**config.mk**
```make
export PLATFORM = sky130hd
export DESIGN_NAME = screen_fetch
export DESIGN_NICKNAME = d
export VERILOG_FILES = /design/src/screen_pkg.sv /design/src/screen_fetch.sv
export SDC_FILE = /design/constraint.sdc
export NUM_CORES = 1
export LEC_CHECK = 0
export ABC_AREA = 1
export BUFFER_PORTS_ARGS = -buffer_cell sky130_fd_sc_hd__buf_2
export CAP_MARGIN = 0
export CELL_PAD_IN_SITES_DETAIL_PLACEMENT = 1
export CELL_PAD_IN_SITES_GLOBAL_PLACEMENT = 1
export CORE_MARGIN = 4
export CORE_UTILIZATION = 40
export DETAILED_ROUTE_END_ITERATION = 16
export PLACE_DENSITY_LB_ADDON = 0.1
export SLEW_MARGIN = 25
export SYNTH_ARGS = -nofsm -noshare
export SYNTH_HDL_FRONTEND = slang
export SYNTH_SLANG_ARGS = --single-unit
```
**constraint.sdc**
```tcl
create_clock -name mck -period 2.08 [get_ports mck]
set_input_delay 0.416 -clock mck [delete_from_list [all_inputs] [get_ports mck]]
set_output_delay 0.416 -clock mck [all_outputs]
set_load 0.02 [all_outputs]
```
**src/screen_pkg.sv**
```systemverilog
// --------------------
// Blink screen package
// Register selector, fetch step and attribute bit layout
// --------------------
package screen_pkg;

    // Register selector on the CPU port
    typedef enum logic [2:0] {
        REG_PB0 = 3'd0,     // Lores0 map base
        REG_PB1 = 3'd1,     // Lores1 map base
        REG_PB2 = 3'd2,     // Hires0 map base
        REG_PB3 = 3'd3,     // Hires1 map base
        REG_SBR = 3'd4,     // Screen base file
        REG_COM = 3'd5      // Command, bit 0 is LCD on
    } screen_reg_e;

    // Fetch engine step within one cell
    typedef enum logic {
        ATTR  = 1'b0,       // Two attribute bytes
        PIXEL = 1'b1        // One pixel byte from a map
    } fetch_state_e;

    // --------------------
    // Attribute high byte bit positions
    localparam int ATTR_HRS  = 5;   // Hires cell, 8 pixels
    localparam int ATTR_REV  = 4;   // Reverse video
    localparam int ATTR_FLS  = 3;   // Flash
    localparam int ATTR_GRY  = 2;   // Grey
    localparam int ATTR_UND  = 1;   // Underline, extra map bit in hires
    localparam int ATTR_SBA8 = 0;   // Char code bit 8

    // Register widths
    localparam int PB0_W = 13;
    localparam int PB1_W = 10;
    localparam int PB2_W = 9;
    localparam int PB3_W = 11;
    localparam int SBR_W = 11;

endpackage
```
**src/screen_fetch.sv**
```systemverilog
// --------------------
// Blink screen fetch engine
// Reads attributes and pixel bytes in the free bus phases, packs nibbles to VRAM
// --------------------
module screen_fetch #(
    parameter int LINES   = 64,
    parameter int COLS    = 109,
    parameter int VRAM_AW = 14
) (
    input  logic                          mck,
    input  logic                          rst_n,
    input  logic                          lcdon,
    input  logic [1:0]                    clkcnt,     // Bus phase 0..3
    // Screen registers
    input  logic [screen_pkg::PB0_W-1:0]  pb0,
    input  logic [screen_pkg::PB1_W-1:0]  pb1,
    input  logic [screen_pkg::PB2_W-1:0]  pb2,
    input  logic [screen_pkg::PB3_W-1:0]  pb3,
    input  logic [screen_pkg::SBR_W-1:0]  sbr,
    // Memory bus
    input  logic [7:0]                    cdi,
    output logic [21:0]                   va,
    // VRAM write port
    output logic [VRAM_AW-1:0]            vram_a,
    output logic [3:0]                    vram_do,
    output logic                          vram_we,
    output logic                          frame_done
);

    localparam int NIB_W  = 8;                  // Nibble index within a line
    localparam int LINE_W = VRAM_AW - NIB_W;    // Line part of VRAM address
    localparam int COL_W  = $clog2(COLS);

    localparam logic [COL_W-1:0]  COL_LAST  = COL_W'(COLS - 1);
    localparam logic [LINE_W-1:0] LINE_LAST = LINE_W'(LINES - 1);

    // Control state
    screen_pkg::fetch_state_e step;
    logic                     armed;    // First address loaded since LCD on
    logic [LINE_W-1:0]        line;
    logic [COL_W-1:0]         col;
    logic [NIB_W-1:0]         nib;
    logic                     carry_f;  // Two lores pixels waiting
    logic                     pend;     // Second nibble of cell waiting
    logic                     frame_end;

    // Payload
    logic [7:0]               sba_lo;   // Attribute low byte
    logic [5:0]               attr_hi;  // HRS REV FLS GRY UND SBA8
    logic [1:0]               carry;
    logic [3:0]               pix4b;

    // Decoded attribute, flash and grey stay unused
    logic                     hrs;
    logic                     rev;
    logic                     und;
    logic [8:0]               sba;
    logic [7:0]               pix;
    logic [2:0]               row;
    logic [21:0]              map_va;

    // Phase strobes
    logic                     ld_attr;
    logic                     cap_lo;
    logic                     cap_hi;
    logic                     ld_map;
    logic                     cap_pix;
    logic                     cell_end;
    logic                     last_col;
    logic                     wr2;      // Write at end of cell

    assign hrs = attr_hi[screen_pkg::ATTR_HRS];
    assign rev = attr_hi[screen_pkg::ATTR_REV];
    assign und = attr_hi[screen_pkg::ATTR_UND];
    assign sba = {attr_hi[screen_pkg::ATTR_SBA8], sba_lo};
    assign pix = cdi ^ {8{rev}};              // Reverse video
    assign row = line[2:0];                   // Pixel row inside char

    // --------------------
    // Bus phase decode
    // Phase 2 belongs to the Z80, only address setup there
    assign ld_attr  = lcdon && (step == screen_pkg::ATTR) && (clkcnt == 2'd2);
    assign cap_lo   = lcdon && armed && (step == screen_pkg::ATTR) && (clkcnt == 2'd0);
    assign cap_hi   = lcdon && armed && (step == screen_pkg::ATTR) && (clkcnt == 2'd1);
    assign ld_map   = lcdon && (step == screen_pkg::PIXEL) && (clkcnt == 2'd2);
    assign cap_pix  = lcdon && (step == screen_pkg::PIXEL) && (clkcnt == 2'd0);
    assign cell_end = lcdon && (step == screen_pkg::PIXEL) && (clkcnt == 2'd1);
    assign last_col = (col == COL_LAST);
    assign wr2      = pend || (last_col && carry_f);   // Second nibble or line flush

    // Character map address from attribute
    always_comb begin
        if (!hrs) begin
            if (sba[8:6] == 3'b111) begin
                map_va = {pb0, sba[5:0], row};        // Lores0 ROM, 64 chars
            end else begin
                map_va = {pb1, sba, row};             // Lores1 RAM
            end
        end else if (und && sba[8]) begin
            map_va = {pb3, sba[7:0], row};            // Hires1 RAM
        end else begin
            map_va = {pb2, und, sba, row};            // Hires0 ROM
        end
    end

    // --------------------
    // Sequencing, counters and write strobes
    always_ff @(posedge mck or negedge rst_n) begin
        if (!rst_n) begin
            step       <= screen_pkg::ATTR;
            armed      <= 1'b0;
            line       <= '0;
            col        <= '0;
            nib        <= '0;
            carry_f    <= 1'b0;
            pend       <= 1'b0;
            vram_we    <= 1'b0;
            frame_end  <= 1'b0;
            frame_done <= 1'b0;
        end else if (!lcdon) begin
            // LCD off, engine parked at line 0 column 0
            step       <= screen_pkg::ATTR;
            armed      <= 1'b0;
            line       <= '0;
            col        <= '0;
            nib        <= '0;
            carry_f    <= 1'b0;
            pend       <= 1'b0;
            vram_we    <= 1'b0;
            frame_end  <= 1'b0;
            frame_done <= 1'b0;
        end else begin
            vram_we    <= 1'b0;
            frame_end  <= 1'b0;
            frame_done <= frame_end;                  // One cycle after last write
            if (ld_attr) begin
                armed <= 1'b1;
            end
            if (cap_hi) begin
                step <= screen_pkg::PIXEL;
            end
            if (cap_pix) begin
                vram_we <= 1'b1;                      // Every cell writes here
                nib     <= nib + 1'b1;
                if (hrs || carry_f) begin
                    carry_f <= 1'b0;                  // Hires drops a lores carry
                    pend    <= 1'b1;
                end else begin
                    carry_f <= 1'b1;
                    pend    <= 1'b0;
                end
            end
            if (cell_end) begin
                step    <= screen_pkg::ATTR;
                pend    <= 1'b0;
                vram_we <= wr2;
                if (last_col) begin
                    col     <= '0;
                    nib     <= '0;                    // New line restarts index
                    carry_f <= 1'b0;
                    if (line == LINE_LAST) begin
                        line      <= '0;
                        frame_end <= 1'b1;
                    end else begin
                        line <= line + 1'b1;
                    end
                end else begin
                    col <= col + 1'b1;
                    if (wr2) begin
                        nib <= nib + 1'b1;
                    end
                end
            end
        end
    end

    // --------------------
    // Address, attribute and pixel data path
    always_ff @(posedge mck) begin
        if (ld_attr) begin
            va <= {sbr, line[LINE_W-1 -: 3], col, 1'b0};    // Attribute low byte
        end
        if (cap_lo) begin
            sba_lo <= cdi;
            va[0]  <= 1'b1;                           // Odd byte next
        end
        if (cap_hi) begin
            attr_hi <= cdi[5:0];                      // FLS and GRY kept, not acted on
        end
        if (ld_map) begin
            va <= map_va;
        end
        if (cap_pix) begin
            vram_a <= {line, nib};
            if (hrs) begin
                vram_do <= pix[7:4];
                pix4b   <= pix[3:0];
            end else if (carry_f) begin
                vram_do <= {carry, pix[5:4]};         // Old pair plus two new
                pix4b   <= pix[3:0];
            end else begin
                vram_do <= pix[5:2];                  // Lores pixels are bits 5..0
                carry   <= pix[1:0];
            end
        end
        if (cell_end) begin
            vram_a  <= {line, nib};
            vram_do <= pend ? pix4b : {carry, 2'b00}; // End of line pads two zeros
        end
    end

endmodule

```
# Word level (Yosys, flattened, before mapping)
# Cells that the tools add are included.
[totals] register_bits=88 input_bits=67 out_inout_bits=42 elab_cells=106
[op_classes] n_addsub=3 eq_ne=10 muxes=49 n_bitwise=4 reduce_logical=22
[ops] op="$mux W22" count=5
[ops] op="$mux W8" count=5
[ops] op="$mux W14" count=2
[ops] op="$mux W4" count=7
[ops] op="$mux W6" count=4
[ops] op="$mux W1" count=23
[ops] op="$mux W7" count=3
[ops] op="$logic_and A1 B1 Y1" count=12
[ops] op="$add A8 B1 Y8 const B" count=1
[ops] op="$xor A8 B8 Y8" count=1
[ops] op="$add A7 B1 Y7 const B" count=1
[ops] op="$eq A7 B7 Y1 const B" count=1
[ops] op="$add A6 B1 Y6 const B" count=1
[ops] op="$eq A6 B6 Y1 const B" count=1
[ops] op="$ne A2 B1 Y1 const B" count=3
[ops] op="$ne A3 B1 Y1 const B" count=2
[ops] op="$reduce_bool A2 Y1" count=3
[ops] op="$reduce_and A2 Y1" count=2
[ops] op="$eq A3 B3 Y1 const B" count=1
[ops] op="$not A1 Y1" count=3
[ops] op="$reduce_and A3 Y1" count=1
[ops] op="$reduce_bool A3 Y1" count=1
[ops] op="$eq A2 B1 Y1 const B" count=1
[ops] op="$eq A2 B2 Y1 const B" count=1
[ops] op="2 further kinds" count=3

# Depth between registers and ports, before layout
[depth] ltp_word=7 ltp_mapped=10 ltp_nobuf=10

# Worst setup path before layout
# No wires, ideal clock.
[synth_timing] path_kind="input to register" start="input lcdon" end="register va[10], enable pin" setup_time_ps=400 arrival_ps=1554 t_required_ps=1680 setup_slack_ps=126 cell_stages=3 n_path_buf=1 path_cell_list="buf_6 -> inv_1 -> nor2_1"
[synth_between] elab_chain_cells=3 elab_cells_between_ends=5 classes_between="reduce/logical: 5"
[synth_lines] element="start, declared" line_no="screen_fetch.sv:12" rtl="input logic lcdon,"
[synth_lines] element="$logic_and A1 B1 Y1, on equally long branches (2 in series)" line_no="screen_fetch.sv:82, screen_fetch.sv:85"
[synth_lines] element="$reduce_bool A2 Y1 (no line) (*)"
[synth_lines] element="end signal, assigned" line_no="screen_fetch.sv:181" rtl="va <= {sbr, line[LINE_W-1 -: 3], col, 1'b0};"
[synth_lines] element="end signal, assigned" line_no="screen_fetch.sv:191" rtl="va <= map_va;"
[synth_lines] element="end, declared" line_no="screen_fetch.sv:22" rtl="output logic [21:0] va,"
# Mark *: on every way between the ends. The rest lies on a longest branch, timed or not.
# A chain may end at the register's enable or synchronous reset.

# Worst setup path after layout
[layout_timing] start="register attr_hi[5]" end="register va[10], data pin"
[layout_between] elab_chain_cells=2
[layout_lines] element="start, declared" line_no="screen_fetch.sv:49" rtl="logic [5:0] attr_hi;"
[layout_lines] element="start signal, assigned" line_no="screen_fetch.sv:188" rtl="attr_hi <= cdi[5:0];"
[layout_lines] element="$mux W22" line_no="screen_fetch.sv:93" rtl="if (!hrs) begin"
[layout_lines] element="$mux W22" line_no="screen_fetch.sv:190" rtl="if (ld_map) begin"
# Every way passes these cells.

==> key figures <==
Status
  • Status: complete, no violations

Floorplan
  • Die area: 11790 um2
  • DIE WIDTH: 108.6 um
  • Area of the core: roughly 10000 um2
  • Starting Density: between 40% and 50%
  • # IOs: about 110
  • # rows: 36
  • Die Span Y: about 110 um

Critical path
  • WS Path Type: flip-flop to flip-flop
  • Worst path top cell family by delay: compound AO/OA/AOI/OAI gates
  • Crit path required time: ~2.1 ns
  • CP Cell Sequence: o311ai_0 > o21ai_0
  • Slowest stage cell, crit path: o311ai_0
  • Worst Path Max Fanout: 9
  • Reg-to-Reg Start: attr_hi[5]$_DFFE_PP_
  • Reg-to-Reg End: va[10]$_DFFE_PP_
  • CP Data Arrival Time: between 1.5 and 2 ns
  • R2R cell count: 2
  • Crit. End Element: flip-flop
  • Setup crit start kind: flip-flop
  • Critical path's largest stage delay: between 0.6 and 0.7 ns
  • CP startpoint: attr_hi[5]$_DFFE_PP_
  • R2r setup slk: 0.32 ns
  • Buf/Inv on CP: 0

Synthesis
  • Most common cell in the synthesized netlist: nor2_1
  • Seq/Total Area, Yosys: 60.34%
  • Distinct cells, synth: 31
  • Area leader, netlist: edfxtp_1
  • Commonest cells post-synth: nor2_1 (60), edfxtp_1 (58), nand2_1 (58), inv_1 (50), o21ai_0 (48)
  • Post-synth EDFFs: between 50 and 60
  • Avg Inst Size Synth: slightly below 10 um2
  • Synthesis Warnings: 0
  • Main synth FF type: edfxtp_1
  • Cells after Synth: ~420
  • Ranking of synthesized cells by area: edfxtp_1 (43%), dfrtp_1 (17%), o21ai_0 (5.9%)
  • Synth Register Bits: 86
  • Async set or reset register ratio after synthesis: 32.56%
  • Netlist Area Pre-Place: between 4000 and 5000 um2
  • Syn nets: 487
  • Synth top area share: a little over two fifths

Clock tree
  • CTS Hold Bufs: 0
  • Post-CTS Setup Repair Bufs: 0
  • CTS sink count: 86
  • H-tree depth: 3
  • CTS tree: yes
  • Reg clk slew, reported paths: about 0.09 ns
  • Root buffer cell: clkbuf_8
  • Post-CTS Resized: 0
  • Clock tree buffer depth: 2
  • Num CTS Buffers: 9
  • Clock latency at the later pin of the worst-skew pair: around 0.35 ns

Final layout
  • Layout Nets: approximately 600
  • Reg area: between 2000 and 2500 um2
  • Multi-input gate area: 1335 um2
  • Post-Layout Cell Count: 670
  • N_diodes: 0
  • Filler Cells Inserted: between 1k and 1.5k
  • Area grow syn2layout: 22.47%
  • Share of cells above drive strength 1: between 20% and 30%
  • Final Core Density: slightly above 50%

Global routing
  • First-pass GRT wire length: 18020 um
  • Initial antenna violation count: 0
  • Number of global-route vias before repair: approximately 3.5k
  • Total grt overflow: 0
  • Overall global routing resource usage: between 20% and 30%
  • Largest net degree at the start of global routing: 29

Place
  • # port buffers: between 100 and 150
  • Post-DP HPWL: approximately 8800 um
  • Placed Cells: roughly 650
  • Routability cong.: 0.8134

STA
  • Worst-margin pin slew: slightly below 0.7 ns
  • Max Transition Viols Final: 0
  • Crit path time final: approximately 1.8 ns
  • Fmax: 568.9 MHz
  • Slew headroom: around 54%
  • Final Cycle Share: about 85%
  • RSZ-0062 raised after global routing: no
  • # setup viols final: 0
  • Final TNS setup: 0 ns
  • Fin. Hold Viols: 0
  • Clock skew: around 0.013 ns
  • Hold slack: approximately 0.10 ns

Routing
  • DR vias: approximately 3.3k
  • Average wire per cell in the routed design: approximately 17 um
  • ANT nets after route: 0
  • DRC viols: 0
  • Overall routed net length: ~12000 um
  • Drt via density: ~5
  • First-pass DRT Iterations: 4
  • Iteration-0 DRC Markers: approximately 160

Job
  • Maxcap violations: 0

Min path
  • HP Class: input port to asynchronous set/reset pin

Power and ir drop
  • PnR Total Power: between 0.003 and 0.004 W
  • Leak pwr: roughly 2.2 nW
  • Maximum vdd drop: between 200 and 300 uV
  • Power Density: 655.8 nW/um2
-- state kept, by name, summed over array words and instances (netlist names), 2 cells and up --
name and cells:
sba_lo 8, nib 8, vram_a 14, vram_do 4, pix4b 4, va 22, attr_hi 4, carry 2
line 6, col 7
-- per-layer routing --
| layer | track usage, % | vias up | wire length [um] |
|---|---|---|---|
| met5 | 0 | - | 0 |
| met4 | 7.755 | 0 | 187 |
| met3 | 2.866 | 12 | 489 |
| met2 | 34.38 | 77 | 5769 |
| met1 | 25.55 | 1610 | 5076 |
| li1 | - | 1642 | - |
-- metrics by stage --
step / setup slack (ns) / area (um2)
finish: 0.3223 / 4957
global route: 0.1153 / 4957
CTS: 0.3421 / 4957
detailed placement: 0.2838 / 4760
global placement: 0.3567 / 4760
floorplan: 0.1256 / 4048
-- final cells by class --
| type | count | area share, % |
|---|---|---|
| tap | 133 | 3.357 |
| inverter | 52 | 3.937 |
| timing repair buffer | 117 | 12.52 |
| sequential | 86 | 49.27 |
| multi-input combinational | 266 | 26.93 |
| clock buffer | 9 | 2.499 |
| clock inverter | 7 | 1.489 |
-- worst max path at each step --
stage | end | slack [ns] | depth (start not counted)
global placement | sba_lo[6]$_DFFE_PP_ | 0.36 | 6
global route | line[4]$_DFFE_PN0P_ | 0.12 | 10
CTS | va[10]$_DFFE_PP_ | 0.34 | 2
floorplan | va[10]$_DFFE_PP_ | 0.13 | 3
detailed placement | va[10]$_DFFE_PP_ | 0.28 | 7
finish | va[10]$_DFFE_PP_ | 0.32 | 2
-- cell families (layout without fill, tap and decap cells) --
family / Yosys count / in the layout / synth area share (%)
adder cells (fa/ha/maj): 4 / 4 / 1.237
buffers and inverters: 64 / 185 / 6.739
flip-flops: 86 / 86 / 60.34
AND/OR/NAND/NOR: 158 / 158 / 16.82
XOR/XNOR: 11 / 11 / 2.380
AO/OA/AOI/OAI: 93 / 93 / 12.49
-- power breakdown --
| group | switching [W] | total [W] | leakage, nW | internal, W |
|---|---|---|---|---|
| Clock | 0.000628 | 0.00119 | 0.101 | 0.000560 |
| Combinational | 0.000129 | 0.000212 | 1.18 | 0.0000833 |
| Sequential | 0.00000779 | 0.00185 | 0.920 | 0.00184 |
-- layout by cell type, fill, tap and decap left out, drive strengths merged, types with 2 or more instances in the layout --
cell / instances
a21oi: 21
a31oi: 13
buf: 117
clkbuf: 9
clkinv: 6
dfrtp: 28
edfxtp: 58
ha: 4
inv: 52
nand2: 65
nand3: 16
nand4: 4
nor2: 62
nor3: 10
o21ai: 54
o311ai: 3
xnor2: 2
xor2: 9
(Power assumes the default switching activity.)
