<file path="src/screen_pkg.sv">
// --------------------
// Blink screen package
// Register selector, fetch step and attribute bit layout
// --------------------
package screen_pkg;

    // Register selector on the CPU port
    typedef enum logic [2:0] {
        REG_PB0 = 3'd0,     // Lores0 map base
        REG_PB1 = 3'd1,     // Lores1 map base
        REG_PB2 = 3'd2,     // Hires0 map base
        REG_PB3 = 3'd3,     // Hires1 map base
        REG_SBR = 3'd4,     // Screen base file
        REG_COM = 3'd5      // Command, bit 0 is LCD on
    } screen_reg_e;

    // Fetch engine step within one cell
    typedef enum logic {
        ATTR  = 1'b0,       // Two attribute bytes
        PIXEL = 1'b1        // One pixel byte from a map
    } fetch_state_e;

    // --------------------
    // Attribute high byte bit positions
    localparam int ATTR_HRS  = 5;   // Hires cell, 8 pixels
    localparam int ATTR_REV  = 4;   // Reverse video
    localparam int ATTR_FLS  = 3;   // Flash
    localparam int ATTR_GRY  = 2;   // Grey
    localparam int ATTR_UND  = 1;   // Underline, extra map bit in hires
    localparam int ATTR_SBA8 = 0;   // Char code bit 8

    // Register widths
    localparam int PB0_W = 13;
    localparam int PB1_W = 10;
    localparam int PB2_W = 9;
    localparam int PB3_W = 11;
    localparam int SBR_W = 11;

endpackage
</file>
<file path="src/screen_regs.sv">
// --------------------
// Blink screen registers
// Map bases PB0-PB3, screen base SBR and the LCD on bit
// --------------------
module screen_regs (
    input  logic                          mck,
    input  logic                          rst_n,
    // CPU write port
    input  logic                          reg_we,
    input  screen_pkg::screen_reg_e       reg_sel,
    input  logic [12:0]                   reg_wdata,
    // Register outputs to fetch
    output logic [screen_pkg::PB0_W-1:0]  pb0,
    output logic [screen_pkg::PB1_W-1:0]  pb1,
    output logic [screen_pkg::PB2_W-1:0]  pb2,
    output logic [screen_pkg::PB3_W-1:0]  pb3,
    output logic [screen_pkg::SBR_W-1:0]  sbr,
    output logic                          lcdon
);

    // --------------------
    // Register write
    // All clear on reset, LCD off
    always_ff @(posedge mck or negedge rst_n) begin
        if (!rst_n) begin
            pb0   <= '0;
            pb1   <= '0;
            pb2   <= '0;
            pb3   <= '0;
            sbr   <= '0;
            lcdon <= 1'b0;
        end else if (reg_we) begin
            case (reg_sel)
                screen_pkg::REG_PB0: begin
                    pb0 <= reg_wdata[screen_pkg::PB0_W-1:0];     // Full 13 bits
                end
                screen_pkg::REG_PB1: begin
                    pb1 <= reg_wdata[screen_pkg::PB1_W-1:0];
                end
                screen_pkg::REG_PB2: begin
                    pb2 <= reg_wdata[screen_pkg::PB2_W-1:0];
                end
                screen_pkg::REG_PB3: begin
                    pb3 <= reg_wdata[screen_pkg::PB3_W-1:0];
                end
                screen_pkg::REG_SBR: begin
                    sbr <= reg_wdata[screen_pkg::SBR_W-1:0];
                end
                screen_pkg::REG_COM: begin
                    lcdon <= reg_wdata[0];                       // Only the LCD bit here
                end
                default: begin
                    // Unused selector codes, nothing written
                end
            endcase
        end
    end

endmodule

</file>
<file path="config.mk">
export PLATFORM = sky130hd
export DESIGN_NAME = screen_regs
export DESIGN_NICKNAME = d
export VERILOG_FILES = /design/src/screen_pkg.sv /design/src/screen_regs.sv
export SDC_FILE = /design/constraint.sdc
export NUM_CORES = 1
export LEC_CHECK = 0
export ABC_AREA = 1
export BUFFER_PORTS_ARGS = -buffer_cell sky130_fd_sc_hd__buf_2
export CORE_MARGIN = 1
export CORE_UTILIZATION = 35
export CTS_CLUSTER_SIZE = 30
export DETAILED_ROUTE_END_ITERATION = 10
export PLACE_DENSITY_LB_ADDON = 0.1
export SLEW_MARGIN = 10
export SYNTH_ARGS = -nofsm -noshare
export SYNTH_HDL_FRONTEND = slang
export SYNTH_SLANG_ARGS = --single-unit
</file>
<file path="constraint.sdc">
create_clock -name mck -period 1.39 [get_ports mck]
set_input_delay 0.2085 -clock mck [delete_from_list [all_inputs] [get_ports mck]]
set_output_delay 0.2085 -clock mck [all_outputs]
set_load 0.005 [all_outputs]
</file>
# Yosys cells after proc, flatten, opt, wreduce, memory -nomap -nowiden
# Cells that the tools add are included.
# totals
inputBits	19
word_cells	18
output_inout_bits	55
reg_bits	55
# op_classes
reduce_logical	7
n_eq_ne	5
# op_table
op	count
$reduce_and A2 Y1	6
$eq A3 B2 Y1 const B	2
$eq A3 B3 Y1 const B	2
$eq A3 B1 Y1 const B	1
$logic_not A3 Y1	1

# Depth between registers and ports, before layout
# Gate-level depths: netlist of the first run.
# depth
word_depth	2
depth_mapped	6
mapped_depth_nobuf	5

# Worst setup path after synthesis of the first run
# Ideal clock, no wire load.
# synth_timing
kind	input -> register
startpoint	in reg_we
endpoint	reg pb0[10] (netlist bit)
required_time_ns	1.274
cell_stages	6
path_slack_ns	0.564
setup_time_ns	0.116
arrival_time_ns	0.710
path_buffers	1
path_cell_list	inv_2 > nor2_8 > nand2_2 > buf_4 > nand2_1 > nand2_1
# synth_via
elab_chain_cells	1
# synth_rtl
item	line	text
start, declared	screen_regs.sv:9	input logic reg_we,
$reduce_and A2 Y1 (no line)	n/a	
end signal, assigned	screen_regs.sv:35	pb0 <= reg_wdata[screen_pkg::PB0_W-1:0];
end, declared	screen_regs.sv:13	output logic [screen_pkg::PB0_W-1:0] pb0,
# No other way between the ends.
# A chain may end at the register's enable or synchronous reset.

# Worst setup path after layout of the first run
# layout_timing
startpoint	reg sbr[6] (netlist bit)
endpoint	out sbr[6] (netlist bit)
# layout_rtl
item	line	text
start, declared	screen_regs.sv:17	output logic [screen_pkg::SBR_W-1:0] sbr,
start signal, assigned	screen_regs.sv:47	sbr <= reg_wdata[screen_pkg::SBR_W-1:0];
# No word-level cell between the ends.

==> flow_summary.ini, run 1 <==
[clock_tree]
clockBufferDepth = 2
h-tree-depth = 2
tritoncts.num_buffers = 5
cts-resized-gates = 0
clk_latency_ns = 0.30
cts_tree = done
postCtsSetupBuffers = 0
cts.sinks = 55
clockRootBuffer = clkbuf_8
cts.reportedPaths.clkPinSlew_ns = 0.09
cts_hold_buf = 1

[global_routing]
met3_usage = 0.04396
grt_start_max_net_pins = 56
antenna_found_initial = 0
grt-busiest-layer = met2
grt.overflow.total = 0
met2_usage = 0.3008
grt_usage = 0.1918
grt_pass1_wl_mm = 9.411
grt_pass1_vias = 1818
grt_util_met1 = 0.2654

[pwr]
total_power_mw = 3.932
ir_drop_mv = 0.6623
power.leakage_nw = 1.647
p_per_area_mw_per_mm2 = 1389

[logic_synthesis]
synth_warnings = 0
synth_area_leader_cell = dfrtp_1
synth_cells = 251
post_synth.cell_area_avg_um2 = 9.028
synth.ff_latch_count = 55
syn_nets = 270
synth_area_leaders = dfrtp_1 (61%), nand2_1 (21%), nand3_1 (9.7%)
synth_top_area_frac = 0.6074
syn-cell-area_mm2 = 0.002266
yosysSeqAreaShare = 0.6074
ys_types = 13

[worst_hold_path]
min_from = reg_wdata[10]
hold_class = in2reg

[floorplan]
die_y_um = 82.46
io_pins = 74
die-area_mm2 = 0.006800
dieWidth_um = 82.46
core_area_mm2 = 0.006096
rows = 28
start_util = 0.3717

[finish]
multi_input_area_um2 = 783.3
area_growth_pct = 24.96
nFillCells = 634
nets = 345
regArea_mm2 = 0.001376
drive_gt1_frac = 0.2997
antennaDiodeCount = 0

[place]
numPortBuffers = 73
dpl.hpwl_mm = 4.069
routabilityCongestion = 0.7254
pre_cts_ws_ns = 0.1991

[detailed_routing]
drt_iter0_markers = 108
post-route-drc-count = 0
dr.pass1.iters = 4
wl_per_cell_um = 14.49
vias = 1891
antenna_left = 0
vias_per_cell = 4.704
wl_mm = 5.826

[critical_path]
path_cells = buf_2
startpoint = sbr[6]
setup.worst_path.start_class = register
cp-end-kind = output pin
r2r-start = sbr[6]
critPathSlowestCell = dfrtp_1
critPathBufInv = 1
cp_max_fo = 2
critPathRequiredTime_ns = 1.18
critical_path_class = reg2out
path_delay_family = flip-flops
critPathMaxStageDelay_ns = 0.41
cp.arrival_ns = 0.85

[sta]
hold_viol = 0
period_minus_slack_ns = 1.056
rsz0062_at_grt = no
skew_ns = 0
setup_viol = 0
worstMarginPinSlew_ns = 0.4570
tns_ns = 0
layout_setup_ws_ns = 0.3343
slew_violations = 0
fmax_mhz = 947.3
worst_hold_slack_ns = 0.1330
final.period_utilization = 0.7595
max-slew-margin-rel = 0.6950

[run]
max-cap-violations = 0

[outcome]
status = finished, final reports clean
-- cell families after synthesis --
group	Yosys count	synth area share
buf+inv	17	0.04693
simple gates	179	0.3457
flops	55	0.6074
-- cell usage in the layout (no fill, tap or decap), drive strengths merged --
master       synthesis  layout
dfrtp               55      55
bufinv               0       1
buf                 11      78
inv                  6       6
clkbuf               0       6
nand2              130     130
nand3               44      44
nor2                 5       5
dlygate4sd3          0       1
clkinv               0       1
-- synth_stat cells --
| library cell | instances |
|---|---|
| inv_2 | 3 |
| nor2_8 | 1 |
| nand3_1 | 44 |
| nor2_4 | 3 |
| buf_4 | 4 |
| nand2_2 | 3 |
| buf_2 | 4 |
| dfrtp_1 | 55 |
| buf_6 | 3 |
| nand2_4 | 1 |
| nor2_2 | 1 |
| inv_1 | 3 |
| nand2_1 | 126 |
-- power breakdown --
| part | internal [mW] | switching, mW | leakage [nW] |
|---|---|---|---|
| Clock | 0.583 | 0.497 | 0.0612 |
| Sequential | 1.90 | 0.167 | 0.692 |
| Combinational | 0.362 | 0.425 | 0.894 |
-- final cells by class --
| class | count | area share |
|---|---|---|
| Clock inverter | 2 | 0.01237 |
| Inverter | 6 | 0.007954 |
| Multi-Input combinational cell | 179 | 0.2766 |
| Tap cell | 75 | 0.03314 |
| Timing Repair Buffer | 79 | 0.1547 |
| Clock buffer | 6 | 0.02916 |
| Sequential cell | 55 | 0.4861 |
-- registers in the layout, summed over array words and instances, names as in the netlist --
register	flops
lcdon	1
pb0	13
pb1	10
pb2	9
pb3	11
sbr	11
-- routing by layer --
layer / routed length (um) / up-vias
li1: - / 937
met1: 2724 / 907
met2: 2784 / 42
met3: 258 / 5
met4: 59 / 0
met5: 0 / -
-- worst paths after layout --
path	endpoint	slack, ns	depth (start not counted)
max in group asynchronous	pb0[0]	0.71	3
worst max register to register	sbr[6]	0.75	2
worst min register to register	pb1[0]	0.47	2
min in group asynchronous	pb1[8]	0.42	3
worst min-delay path	pb3[10]	0.13	3
worst max-delay path	sbr[6]	0.33	1
-- per-stage QoR --
step	instance area [um2]	util	instances
after floorplan	2266	-	251
after global placement	2704	0.4436	393
after detailed placement	2704	0.4436	393
after CTS	2831	0.4645	402
after global routing	2831	0.4645	402
final	2831	0.4645	402
(Power assumes the default switching activity.)
==> run 2: changes to the inputs <==
- clock period: 1.39 -> 1.1 ns (I/O delays scaled with it)
==> run 2 against run 1 <==
  * Clock-buffer cell count did not move
  * Combinational power is 28% higher
  * First-iteration DRC count decreased by 8.3%
  * Die area stayed put
  * Clock power decreased by 6%
  * Critical endpoint is now sbr[10]
  * Clock skew is the same
==> flow_summary.ini, run 2 (synthesis results as in run 1) <==
[outcome]
status = finished, final reports clean

[detailed_routing]
dr.pass1.iters = 4
vias_per_cell = 4.643
vias = 1885
post-route-drc-count = 0
antenna_left = 0
wl_mm = 5.842
drt_iter0_markers = 99
wl_per_cell_um = 14.39

[finish]
largest_register_ffs = 13
top_register = pb0
area_growth_pct = 24.96
final_cell_mix = nand2_1 (126), buf_2 (73), dfrtp_1 (55)
post-route-util = 0.4645
stdcell_area_mm2 = 0.002831
reg_top3 = pb0: 13 flops, pb3: 11 flops, sbr: 11 flops
antennaDiodeCount = 0
final_cells = 406
nets = 351
drive_gt1_frac = 0.3051
layout_commonest_cell = nand2_1

[floorplan]
dieWidth_um = 82.46
start_util = 0.3717
core_area_mm2 = 0.006096
rows = 28
io_pins = 74
die-area_mm2 = 0.006800
die_y_um = 82.46

[clock_tree]
h-tree-depth = 2
clockRootBuffer = clkbuf_8
cts-resized-gates = 0
clk_latency_ns = 0.30
tritoncts.num_buffers = 5
cts.reportedPaths.clkPinSlew_ns = 0.09
clockBufferDepth = 2
cts_tree = done
cts.sinks = 55

[sta]
skew_ns = 0
max-slew-margin-rel = 0.7467
hold_viol = 0
period_minus_slack_ns = 0.9991
worstMarginPinSlew_ns = 0.3791
slew_violations = 0
tns_ns = 0
fmax_mhz = 1001
setup_viol = 0
final.period_utilization = 0.9083
rsz0062_at_grt = no

[pwr]
pwr-share-seq = 0.561
switching_share = 0.2879
power.leakage_nw = 1.654
ir_drop_mv = 0.6957
p_switching_mw = 1.331
total_power_mw = 4.625
power.clock.fraction = 0.220
p_int_mw = 3.294
p_per_area_mw_per_mm2 = 1634
power_frac_comb = 0.219

[critical_path]
critPathBufInv = 1
cp_max_fo = 2
critPathMaxStageDelay_ns = 0.40
cp-end-kind = output pin
path_cells = buf_2
cp.arrival_ns = 0.83
critical_path_class = reg2out
path_delay_family = flip-flops
critPathSlowestCell = dfrtp_1
setup.worst_path.start_class = register
critPathRequiredTime_ns = 0.94

[place]
dpl.hpwl_mm = 4.111
placed_area_mm2 = 0.002749
place_inst = 399
routabilityCongestion = 0.7215
numPortBuffers = 73

[global_routing]
grt_start_max_net_pins = 56
grt_usage = 0.1906
grt.overflow.total = 0
grt_pass1_vias = 1694
antenna_found_initial = 0
grt_pass1_wl_mm = 9.177

[run]
max-cap-violations = 0

[worst_hold_path]
hold_class = in2reg
run 2: changes by cell type in the layout (fill, tap and decap cells not counted), sizes merged:
cell / previous run / this run
buf: 78 / 84
bufinv: 1 / 0
clkinv: 1 / 0
run 2: repair_timing:
action / CTS / global route
hold endpoints to repair: 55 / 0
hold buffers: 1 / 0
buffers inserted: 0 / 0
run 2: path summary, 6_finish.rpt:
path,from,end,slack [ns],cells past startpoint
setup reg to reg,pb3[9],pb3[9],0.47,2
hold reg to reg,pb1[1],pb1[1],0.47,2
hold / removal,reg_wdata[11],pb0[11],0.1,3
setup / recovery,sbr[10],sbr[10],0.10,1
min in group asynchronous,rst_n,pb1[8],0.38,3
max in group asynchronous,rst_n,pb0[1],0.47,3
run 2: final cells by class:
cell class                 count  area (um2)
fill                         624        3264
sequential                    55        1376
multi-input combinational    179       783.3
timing repair buffer          85       483.0
tap                           75       93.84
clock buffer                   6       72.57
inverter                       6       22.52
run 2: metrics by stage:
step / setup slack, ns / hold WS (ns)
after floorplan: 0.3171 / -0.1306
after global placement: -0.01750 / 0.1910
after detailed placement: -0.02094 / 0.1859
after CTS: 0.09048 / 0.08848
after global routing: 0.05482 / 0.09069
final: 0.1009 / 0.09999
run 2: layer usage:
| metal | vias up | part of all wire | routed length (um) | track usage |
|---|---|---|---|---|
| met5 | - | 0 | 0 | 0 |
| met4 | 0 | 0.012 | 68 | 0.05789 |
| met3 | 6 | 0.049 | 287 | 0.03956 |
| met2 | 54 | 0.47 | 2720 | 0.2893 |
| met1 | 878 | 0.47 | 2766 | 0.2729 |
| li1 | 947 | - | - | - |
run 2: power by group through the flow:
stage | registers [mW] | logic [mW] | clock network, mW
finish | 2.60 | 1.01 | 1.02
global route | 2.64 | 1.17 | 1.14
CTS | 2.60 | 1.04 | 1.05
detailed placement | 2.64 | 1.03 | 0
global placement | 2.64 | 1.01 | 0
floorplan | 2.66 | 0.386 | 0
==> run 3: changes to the inputs <==
==> constraint.sdc (replaced) <==
create_clock -name mck -period 1.1 [get_ports mck]
set_input_delay 0.22 -clock mck [delete_from_list [all_inputs] [get_ports mck]]
set_output_delay 0.22 -clock mck [all_outputs]
set_load 0.005 [all_outputs]
==> run 3 against run 2 <==
  * Core utilization up 0.27 points
  * Flip-flop and latch count unchanged
  * Cell area rose by 0.57%
  * Hold slack improved by 0.039 ns
  * Largest power group unchanged
==> flow_summary.ini, run 3 (synthesis results as in run 1) <==
[run]
max-cap-violations = 0

[global_routing]
grt.overflow.total = 0
grt_util_met1 = 0.2731
grt_usage = 0.1918
grt_start_max_net_pins = 56
grt_pass1_vias = 1754
grt_pass1_wl_mm = 9.425
antenna_found_initial = 0
met3_usage = 0.03736
met2_usage = 0.2917
grt-busiest-layer = met2

[critical_path]
crit_cells = 1
r2r_slack_ns = 0.36
cp_max_fo = 2
startpoint = sbr[3]
r2r-end = sbr[6]
critPathBufInv = 1
endpoint = sbr[3]
setup.worst_path.start_class = register
r2r-start = sbr[6]
worst-r2r-cell-count = 3
cp-end-kind = output pin
critPathSlowestCell = dfrtp_1
critPathRequiredTime_ns = 0.88
critical_path_class = reg2out
path_cells = buf_2
cp.arrival_ns = 0.86
path_delay_family = flip-flops
critPathMaxStageDelay_ns = 0.41

[outcome]
status = finished, final reports clean

[finish]
nets = 349
layout_commonest_cell = nand2_1
reg_top3 = pb0: 13 flops, pb3: 11 flops, sbr: 11 flops
top_register = pb0
stdcell_area_mm2 = 0.002848
final_cell_mix = nand2_1 (126), buf_2 (73), dfrtp_1 (55)
largest_register_ffs = 13
drive_gt1_frac = 0.3082
area_growth_pct = 25.68
antennaDiodeCount = 0

[detailed_routing]
wl_mm = 6.022
dr.pass1.iters = 4
wl_per_cell_um = 14.83
antenna_left = 0
drt_iter0_markers = 180
vias_per_cell = 4.727
vias = 1919
post-route-drc-count = 0

[sta]
worstMarginPinSlew_ns = 0.4447
skew_ns = 0
fmax_mhz = 930.2
tns_ns = 0
worst_hold_slack_ns = 0.1389
setup_viol = 0
max-slew-margin-rel = 0.7032
hold_viol = 0
final.period_utilization = 0.9773
period_minus_slack_ns = 1.075
slew_violations = 0
layout_setup_ws_ns = 0.02497
rsz0062_at_grt = yes

[floorplan]
start_util = 0.3717
die-area_mm2 = 0.006800
rows = 28
io_pins = 74
core_area_mm2 = 0.006096
dieWidth_um = 82.46
die_y_um = 82.46

[clock_tree]
clk_latency_ns = 0.31
tritoncts.num_buffers = 5
clockBufferDepth = 2
cts.sinks = 55
h-tree-depth = 2
cts.reportedPaths.clkPinSlew_ns = 0.10
cts_tree = done
cts-resized-gates = 0
clockRootBuffer = clkbuf_8

[pwr]
pwr-share-seq = 0.534
power_frac_comb = 0.212
p_per_area_mw_per_mm2 = 1708
p_int_mw = 3.450
power.leakage_nw = 1.657
ir_drop_mv = 0.6527
power.clock.fraction = 0.254
p_switching_mw = 1.415
switching_share = 0.2909

[worst_hold_path]
hold_class = in2reg
min_from = reg_wdata[12]

[place]
pre_cts_ws_ns = -0.02638
dpl.hpwl_mm = 4.041
routabilityCongestion = 0.7123
placed_area_mm2 = 0.002719
numPortBuffers = 73
[run 3: what timing repair did]
| item | in CTS | in global routing |
|---|---|---|
| endpoints found under the hold margin | 55 | 0 |
| setup endpoints to repair | 0 | 6 |
| setup buffers | 0 | 2 |
| hold buffers | 1 | 0 |
[run 3: metal layers]
metal	wire length, um	share of wire
met3	252	0.042
met1	2954	0.49
met4	69	0.011
met2	2746	0.46
met5	0	0
[run 3: area by class of cell]
class	count	area, um2
Fill cell	656	3248
Sequential cell	55	1376
Multi-Input combinational cell	179	783.3
Timing Repair Buffer	83	467.9
Clock buffer	7	96.34
Tap cell	75	93.84
Inverter	6	22.52
Clock inverter	1	7.507
[run 3: power groups by stage]
stage	Clock [mW]	Sequential (mW)	Combinational, mW
after floorplan	0	2.66	0.386
after global placement	0	2.65	1.00
after detailed placement	0	2.64	1.03
after CTS	1.28	2.60	1.04
after global routing	1.35	2.65	1.19
final	1.23	2.60	1.03
[run 3: worst min path at each step]
stage / endpoint / slack [ns] / depth (start not counted)
after floorplan: lcdon / -0.08 / 0
after global placement: pb1[8] / 0.25 / 2
after detailed placement: pb1[8] / 0.25 / 2
after CTS: pb0[12] / 0.13 / 3
after global routing: pb0[12] / 0.14 / 3
final: pb0[12] / 0.14 / 3
[run 3: per-stage QoR]
stage	util	total power, mW	cells
final	0.4672	4.865	406
after global routing	0.4672	5.183	406
after CTS	0.4647	4.917	404
after detailed placement	0.4460	3.671	395
after global placement	0.4460	3.649	395
after floorplan	-	3.050	251
